==> config.mk <==
export PLATFORM = sky130hd
export DESIGN_NAME = bus_master_mux
export DESIGN_NICKNAME = d
export VERILOG_FILES = /design/src/hdl/nes_bus_pkg.sv /design/src/hdl/bus_master_mux.sv
export SDC_FILE = /design/constraint.sdc
export NUM_CORES = 1
export LEC_CHECK = 0
export BUFFER_PORTS_ARGS = -buffer_cell sky130_fd_sc_hd__buf_4
export CAP_MARGIN = 20
export CORE_ASPECT_RATIO = 0.5
export CORE_UTILIZATION = 29
export DETAILED_ROUTE_END_ITERATION = 12
export PLACE_DENSITY = 0.82
export REMOVE_ABC_BUFFERS = 1
export SLEW_MARGIN = 20
export SYNTH_ARGS = -nofsm -noshare
export SYNTH_HDL_FRONTEND = slang
export SYNTH_SLANG_ARGS = --single-unit
==> constraint.sdc <==
create_clock -name clk -period 1.87 [get_ports clk]
set_clock_uncertainty 0.15 [all_clocks]
set_input_delay 0.374 -clock clk [delete_from_list [all_inputs] [get_ports clk]]
set_output_delay 0.374 -clock clk [all_outputs]
set_load 0.005 [all_outputs]
==> src/hdl/nes_bus_pkg.sv <==
package nes_bus_pkg;

	// CPU side address, full 64 KB map
	typedef logic [15:0] addr_t;

	// One data byte on the bus
	typedef logic [7:0] byte_t;

	// One bus cycle request
	// we and re are single-cycle strobes, never high together
	typedef struct packed {
		addr_t addr;
		byte_t wdata;
		logic  we;
		logic  re;
	} bus_req_t;

	// PPU sprite attribute registers
	localparam addr_t ADDR_OAMADDR = 16'h2003;
	localparam addr_t ADDR_OAMDATA = 16'h2004;

	// Sprite DMA trigger, written with the source page
	localparam addr_t ADDR_OAMDMA = 16'h4014;

	// Work RAM mirrors repeat up to here
	localparam addr_t RAM_MIRROR_TOP = 16'h1FFF;

endpackage

==> src/hdl/bus_master_mux.sv <==
`timescale 1ns/100ps

module bus_master_mux
	import nes_bus_pkg::*;
(
	input  logic     clk,
	input  logic     rst,
	input  logic     busy,
	input  bus_req_t cpu_req,
	input  bus_req_t dma_req,
	output bus_req_t ram_req,
	output bus_req_t oam_req,
	input  byte_t    ram_rdata,
	input  byte_t    oam_rdata,
	output byte_t    bus_rdata,
	output logic     dma_start,
	output byte_t    dma_page
);

	bus_req_t sel_req;
	logic     ram_hit;
	logic     oam_hit;
	logic     ram_rd_q;
	logic     oam_rd_q;

	// DMA owns the bus while busy, CPU requests are lost then
	assign sel_req = busy ? dma_req : cpu_req;

	// Address decode
	assign ram_hit = (sel_req.addr <= RAM_MIRROR_TOP);
	assign oam_hit = (sel_req.addr == ADDR_OAMADDR) || (sel_req.addr == ADDR_OAMDATA);

	// Strobes only reach the decoded target
	always_comb begin
		ram_req    = sel_req;
		ram_req.we = sel_req.we & ram_hit;
		ram_req.re = sel_req.re & ram_hit;
		oam_req    = sel_req;
		oam_req.we = sel_req.we & oam_hit;
		oam_req.re = sel_req.re & oam_hit;
	end

	// Remember who was read, data shows up one cycle later
	always_ff @(posedge clk or negedge rst) begin
		if (!rst) begin
			ram_rd_q <= 1'b0;
			oam_rd_q <= 1'b0;
		end else begin
			ram_rd_q <= ram_req.re;
			oam_rd_q <= oam_req.re;
		end
	end

	// Unmapped reads give zero
	always_comb begin
		if (ram_rd_q) begin
			bus_rdata = ram_rdata;
		end else if (oam_rd_q) begin
			bus_rdata = oam_rdata;
		end else begin
			bus_rdata = '0;
		end
	end

	// $4014 write from the CPU, ignored during a transfer
	assign dma_start = !busy && cpu_req.we && (cpu_req.addr == ADDR_OAMDMA);
	assign dma_page  = cpu_req.wdata;

	// Engine stays quiet until it has been granted the bus
	a_dma_quiet: assert property (@(posedge clk) disable iff (!rst)
		!busy |-> !(dma_req.we || dma_req.re));

endmodule

==> impl_metrics.toml, run 1 <==
[grt]
grt_overflow = 0
grt_usage = 0.2197
grt_max_degree = 13
antenna_found_initial = 0
first_global_vias = 1226
grt_pass1_wl_microns = 5237

[finish]
diodes = 0
finish.net_count = 310
drive_gt1_frac = 0.8523
fillers = 193
multi_input_area_sq_um = 615.6
syn_to_final_growth_pct = 132.4
final-seq-area_sq_um = 50.05

[synth]
synth_top_area_share = 0.2837
ys_warn_count = 0
async_flop_share = 1.000
syn_area_sq_um = 873.3
synth.distinct_cells = 29
ys_top_cells_by_area = "mux2_2 28%, buf_4 28%, a22o_1 7.0%, dfrtp_1 5.7%, nor3_1 3.4%"
avgSynthCellArea_sq_um = 8.012
syn_inst = 109
synthFlopType = "dfrtp_1"
ys_seq_area_frac = 0.05731
synth.most_common_cell = "buf_4"
synth_seq_cells = 2
synth_enable_flop_cells = 0
synth_common_cells = "32 x buf_4, 22 x mux2_2, 7 x a22o_1"
yosysTopAreaCell = "mux2_2"

[route]
vias = 1305
totalWireLength_microns = 4277
firstDrtPassIters = 4
viasPerCell = 4.763
drc_errors = 0
wl_per_cell_microns = 15.61
drt_iter0_markers = 58
antenna_left = 0

[sta]
rsz0062_at_grt = "true"
setup_ws_ns = -0.2880
min_period_over_period = 1.154
min_period_ns = 2.158
fin_setup_tns_ns = -0.7414
slew_headroom = 0.7477
finalMaxSlewViolations = 0
tightest_slew_ns = 0.3744
setup_violations = 3
hold_viol_final = 0
max_freq_ghz = 0.4634

[setup_path]
crit_path_end_kind = "primary output"
cp_top_family = "simple AND/OR/NAND/NOR gates"
crit_type = "input pin to primary output"
crit_path_cell_trace = "buf_6, or4_4, a211o_1, nor3_2, buf_4"
arrival_ns = 1.63
max_stage_delay_ns = 0.51
path_buf_inv = 2
cp_max_fo = 2
required_ns = 1.35
crit_path_top_delay_cell = "or4_4"
start_kind = "input pin"

[cts]
numCtsBuffers = 3
htreeDepth = 1
cts-root-buf = "clkbuf_8"
cts_num_sinks = 2
clk_pin_slew_worst_paths_ns = 0.03
cts_tree = "built"
cts_max_path_buffers = 2

[floorplanning]
num_rows = 13
core_sq_mm = 0.002716
pin_count = 140
start_util = 0.3215
die_h_microns = 40.81
dieArea_sq_mm = 0.003248
die_w_microns = 79.61

[power_and_ir_drop]
finalPower_mw = 0.6756
power.density_mw_per_mm2 = 332.9
p_leak_nw = 1.068
ir_worst_vdd_v = 0.0002095

[min_path]
hold_path.class = "input pin to async pin"

[run]
drv_cap = 0

[placed_design]
dp_hpwl_microns = 3281
pre_cts_slack_ns = -0.3556
gp_congestion = 0.7851
numPortBuffers = 139

[run_status]
status = "finished with violations"
violations = "setup timing"
[how the worst max path moves through the flow]
stage / start / endpoint / cells after the start
after floorplan: dma_req[16] / oam_req[0] / 3
after global routing: dma_req[13] / oam_req[0] / 5
final: dma_req[13] / oam_req[0] / 5
after CTS: dma_req[13] / oam_req[0] / 5
after detailed placement: dma_req[20] / oam_req[0] / 6
after global placement: dma_req[16] / oam_req[0] / 5
[final cells by class]
type / count / share of cell area
clock buffer: 3 / 0.02035
tap: 37 / 0.02281
multi-input combinational: 66 / 0.3033
sequential: 2 / 0.02466
timing repair buffer: 163 / 0.6233
inverter: 3 / 0.005549
[power by group]
group	switching, mW	total (mW)	internal, mW	leakage, nW
Combinational	0.159	0.457	0.297	1.02
Clock	0.0375	0.174	0.136	0.0216
Sequential	0.000580	0.0450	0.0445	0.0277
[state kept, by name (all words and copies together) (netlist names)]
name / flops
oam_rd_q: 1
ram_rd_q: 1
[layout by cell type (no fill, tap or decap), types with 2 or more instances in the layout]
master    Yosys  layout
nor3_1        6       3
buf_4        32     154
buf_6         1       7
dfrtp_1       2       2
nand2_1       6       5
nand2b_4      0       2
clkbuf_8      1       3
a22o_1        7       7
nor2_1        4       3
o21ai_0       2       2
mux2_2       22      22
nand2_2       1       2
inv_1         3       3
mux2i_1       2       2
nor3_2        0       3
or4_4         0       2
[stage by stage]
stage	cell area, sq um	std cells	utilization	hold slack [ns]
2_1_floorplan	590.6	71	-	-0.07159
3_3_place_gp	1823	266	0.6711	0.006084
3_5_place_dp	1823	266	0.6711	0.006746
4_1_cts	1937	272	0.7130	0.3256
5_1_grt	2029	274	0.7471	0.3616
6_report	2029	274	0.7471	0.3372
[what timing repair did]
action                                  in CTS  in global routing
hold buffers                                 1                  0
gates cloned                                 1                  0
endpoints found under the setup margin       5                  7
endpoints found under the hold margin        2                  0
pin swaps                                    7                  4
resized for setup                           10                 17
buffers inserted                             1                  2
[cell families (layout without fill, tap and decap cells)]
logic type      after synthesis  after routing  synth area share
compound gates               14             14            0.1232
simple gates                 28             28            0.1762
buf+inv                      41            169            0.3367
flops                         2              2           0.05731
mux                          24             24            0.3066
[per-layer routing]
metal / global-route usage / up-vias / routed length [microns] / share of wire
met3: 0.06222 / 16 / 283 / 0.066
met4: 0.1273 / 0 / 107 / 0.025
met5: 0 / - / 0 / 0
li1: - / 612 / - / -
met2: 0.4658 / 71 / 2327 / 0.54
met1: 0.2059 / 606 / 1558 / 0.36
(Power assumes the default switching activity.)
==> run 2: changes to the inputs <==
==> constraint.sdc (replaced) <==
create_clock -name clk -period 1.87 [get_ports clk]
set_clock_uncertainty 0.15 [all_clocks]
set_input_delay 0.4675 -clock clk [delete_from_list [all_inputs] [get_ports clk]]
set_output_delay 0.4675 -clock clk [all_outputs]
set_load 0.005 [all_outputs]
==> run 2 against run 1 <==
  * The run still ends with setup timing left
  * Largest power group unchanged
  * Critical path depth increased by 3
  * Design area is 14% higher
  * Non-clock buffer count rose by 6
  * Sequential share of layout area fell by 0.31 points
  * Fmax is 11% lower
  * Setup slack got worse by 0.27 ns
  * Sequential cell count did not move
  * Count of clock-buffer cells in the layout unchanged
  * Largest cell class unchanged
  * Power is 15% higher
  * Core utilization up 11 points
==> impl_metrics.toml, run 2 (synthesis gave the netlist of run 1 again) <==
[cts]
htreeDepth = 1
clk_pin_slew_worst_paths_ns = 0.03
cts_num_sinks = 2
cts-root-buf = "clkbuf_8"
cts_max_path_buffers = 2
numCtsBuffers = 3
cts_tree = "built"

[placed_design]
pre_cts_slack_ns = -0.5719
dp.cells = 267
dp_hpwl_microns = 3319
dpl_cell_area_sq_mm = 0.001831
numPortBuffers = 139
gp_congestion = 0.8119

[setup_path]
path_buf_inv = 4
start_kind = "input pin"
cp_max_fo = 7
crit_type = "input pin to primary output"
crit_path_end_kind = "primary output"
arrival_ns = 1.82
crit_path_cell_trace = "buf_12, buf_8, buf_6, mux2i_2, and3_1, o21ai_2, nor3_2, buf_4"
max_stage_delay_ns = 0.30
cp_top_family = "buffers and inverters"
required_ns = 1.25
crit_path_top_delay_cell = "mux2i_2"

[route]
drc_errors = 0
vias = 1431
drt_iter0_markers = 79
totalWireLength_microns = 5469
firstDrtPassIters = 4
viasPerCell = 5.111
wl_per_cell_microns = 19.53
antenna_left = 0

[sta]
min_period_ns = 2.433
rsz0062_at_grt = "true"
hold_viol_final = 0
setup_violations = 24
fin_setup_tns_ns = -3.386
slew_headroom = 0.7581
whs_ns = 0.4302
finalMaxSlewViolations = 0
tightest_slew_ns = 0.3601
setup_ws_ns = -0.5626
min_period_over_period = 1.301
max_freq_ghz = 0.4111

[power_and_ir_drop]
p_leak_nw = 1.195
power.density_mw_per_mm2 = 334.9
ir_worst_vdd_v = 0.0002709
finalPower_mw = 0.7782

[floorplanning]
dieArea_sq_mm = 0.003248
core_sq_mm = 0.002716
num_rows = 13
start_util = 0.3215
die_h_microns = 40.81
pin_count = 140
die_w_microns = 79.61

[grt]
antenna_found_initial = 0
grt_overflow = 0
first_global_vias = 1300
grt_max_degree = 13
grt_pass1_wl_microns = 6168
grt_usage = 0.2670

[finish]
syn_to_final_growth_pct = 166.0
final_cell_area_sq_mm = 0.002323
layout_commonest_cell = "buf_4"
final_core_util = 0.8554
stdcell_count = 280
fillers = 147
reg_top3 = "oam_rd_q (1), ram_rd_q (1)"
diodes = 0
mostFrequentLayoutCells = "125 x buf_4, 39 x buf_6, 12 x mux2_2"
drive_gt1_frac = 0.8889
finish.net_count = 316

[min_path]
hold_path.class = "input pin to async pin"

[run_status]
violations = "setup timing"
status = "finished with violations"

[run]
drv_cap = 0
run 2: what timing repair did:
item                       in CTS  in global routing
hold buffers                    1                  0
pin swaps                      10                  6
hold endpoints to repair        2                  0
setup endpoints to repair      50                 45
resized for setup              56                 30
buffers inserted                7                  3
run 2: cell type report:
class / instances / area (sq um) / share of cell area
Inverter: 3 / 11.26 / 0.004847
Tap cell: 37 / 46.29 / 0.01992
Multi-Input combinational cell: 66 / 711.9 / 0.3064
Timing Repair Buffer: 169 / 1463 / 0.6295
Sequential cell: 2 / 50.05 / 0.02154
Clock buffer: 3 / 41.29 / 0.01777
run 2: path summary, 6_finish.rpt:
check | from | end | slack [ns] | cells past startpoint
setup / recovery | busy | oam_req[0] | -0.56 | 8
hold / removal | rst | ram_rd_q$_DFF_PN0_ | 0.43 | 2
max in group asynchronous | rst | oam_rd_q$_DFF_PN0_ | 1.04 | 2
min in group clk | dma_req[25] | ram_rd_q$_DFF_PN0_ | 0.57 | 5
run 2: routing by layer:
layer	vias to the layer above	routed length, microns	GRT usage
met3	19	420	0.07778
li1	624	-	-
met4	0	151	0.1318
met1	693	1951	0.2732
met5	-	0	0
met2	95	2945	0.5363
run 2: report_power, final:
part | switching (mW) | internal [mW]
sequential | 0.000645 | 0.0445
combinational | 0.200 | 0.359
clock | 0.0378 | 0.136
==> run 3: changes to the inputs <==
--- a/config.mk
+++ b/config.mk
@@ -10,7 +10,7 @@
 export CORE_ASPECT_RATIO = 0.5
 export CORE_UTILIZATION = 29
 export DETAILED_ROUTE_END_ITERATION = 12
-export PLACE_DENSITY = 0.82
+export PLACE_DENSITY = 0.88
 export REMOVE_ABC_BUFFERS = 1
 export SLEW_MARGIN = 20
 export SYNTH_ARGS = -nofsm -noshare
==> run 3 against run 2 <==
  * The run still ends with setup timing left
  * Largest cell class unchanged
  * Final cell count is the same
  * Largest power group unchanged
  * Critical path depth is 3 lower
  * Combinational power is 10% higher
  * First-iteration DRC count up 68%
  * Critical path type unchanged
  * Via count is 13% higher
==> impl_metrics.toml, run 3 (synthesis gave the netlist of run 1 again) <==
[cts]
cts_max_path_buffers = 2
cts_tree = "built"
clk_pin_slew_worst_paths_ns = 0.03
numCtsBuffers = 3
cts-root-buf = "clkbuf_8"
cts_num_sinks = 2
htreeDepth = 1

[setup_path]
cp_max_fo = 2
start_kind = "input pin"
required_ns = 1.25
arrival_ns = 1.86
crit_path_end_kind = "primary output"
setup.worst_path.start = "dma_req[13]"
crit_type = "input pin to primary output"

[run_status]
violations = "setup timing"
status = "finished with violations"

[route]
wl_per_cell_microns = 24.81
totalWireLength_microns = 6947
wl_met1_microns = 2404
wl_met3_microns = 812
vias = 1616
viasPerCell = 5.771
antenna_left = 0
firstDrtPassIters = 4
drc_errors = 0
top_layer = "met4"
drt_iter0_markers = 133
route.met2.wl_microns = 3201

[floorplanning]
start_util = 0.3215
dieArea_sq_mm = 0.003248
die_h_microns = 40.81
num_rows = 13
pin_count = 140
die_w_microns = 79.61
core_sq_mm = 0.002716

[sta]
setup_ws_ns = -0.6056
setup_violations = 48
min_period_over_period = 1.324
tightest_slew_ns = 0.3626
rsz0062_at_grt = "true"
fin_setup_tns_ns = -9.765
max_freq_ghz = 0.4039
hold_viol_final = 0
min_period_ns = 2.476
finalMaxSlewViolations = 0
slew_headroom = 0.7583

[grt]
grt_pass1_wl_microns = 6900
grt_overflow = 0
antenna_found_initial = 0
grt_max_degree = 10
first_global_vias = 1417
grt_usage = 0.2984

[power_and_ir_drop]
power.density_mw_per_mm2 = 349.5
p_comb_frac = 0.728
finalPower_mw = 0.8465
p_clk_frac = 0.219
intPower_mw = 0.5629
switchingPower_mw = 0.2836
netSwitchingFraction = 0.3350
p_seq_frac = 0.053
p_leak_nw = 1.253
ir_worst_vdd_v = 0.0002661

[placed_design]
pre_cts_slack_ns = -0.5434
numPortBuffers = 139
gp_congestion = 0.7908
dp_hpwl_microns = 3252

[run]
drv_cap = 0

[finish]
reg_top3 = "oam_rd_q (1), ram_rd_q (1)"
diodes = 0
layout_commonest_cell = "buf_4"
fillers = 93
final_core_util = 0.8918
finish.net_count = 316
mostFrequentLayoutCells = "108 x buf_4, 55 x buf_6, 19 x mux2_4"
syn_to_final_growth_pct = 177.4
drive_gt1_frac = 0.8848

[min_path]
hold_path.class = "input pin to async pin"
==> run 3: worst max path at each step <==
stage,endpoint,slack (ns),depth (start not counted)
2_1_floorplan,oam_req[0],-0.23,3
3_3_place_gp,oam_req[0],-0.55,5
3_5_place_dp,oam_req[0],-0.54,6
4_1_cts,oam_req[0],-0.46,5
5_1_grt,oam_req[0],-0.60,5
6_report,oam_req[0],-0.61,5
==> run 3: power groups by stage <==
stage | combinational (mW) | sequential (mW) | clock [mW]
2_1_floorplan | 0.0942 | 0.0464 | 0
3_3_place_gp | 0.401 | 0.0452 | 0
3_5_place_dp | 0.408 | 0.0453 | 0
4_1_cts | 0.480 | 0.0452 | 0.168
5_1_grt | 0.631 | 0.0453 | 0.198
6_report | 0.616 | 0.0452 | 0.185
==> run 3: final cells by class <==
cell class	instances	area, sq um	share of cell area
well taps	37	46.29	0.01911
flip-flops and latches	2	50.05	0.02066
clock buffers	3	41.29	0.01705
multi-input cells	66	753.2	0.3110
inverters	3	11.26	0.004649
repair buffers	169	1520	0.6276
==> run 3: worst max-delay path: stages <==
cell     delay [ns]
buf_6          0.10
or4_4          0.52
a211o_1        0.33
nor3_2         0.28
buf_4          0.16
==> run 3: what timing repair did <==
action | CTS | global route
buffers inserted | 7 | 10
gates resized for setup | 47 | 72
hold buffers | 1 | 0
endpoints found under the hold margin | 2 | 0
cloned | 1 | 0
pin swaps | 8 | 4
setup endpoints to repair | 46 | 53
==> run 3: layer usage <==
metal	up-vias	track usage
met3	72	0.07778
met5	-	0
met1	756	0.2603
li1	626	-
met2	162	0.6645
met4	0	0.1864
==> run 3: per-stage QoR <==
stage / cells / cell area [sq um] / hold slack, ns
floorplan: 71 / 590.6 / 0.02191
global placement: 263 / 1800 / 0.1003
detailed placement: 263 / 1800 / 0.1015
CTS: 275 / 2126 / 0.4364
global route: 280 / 2422 / 0.4352
finish: 280 / 2422 / 0.4452
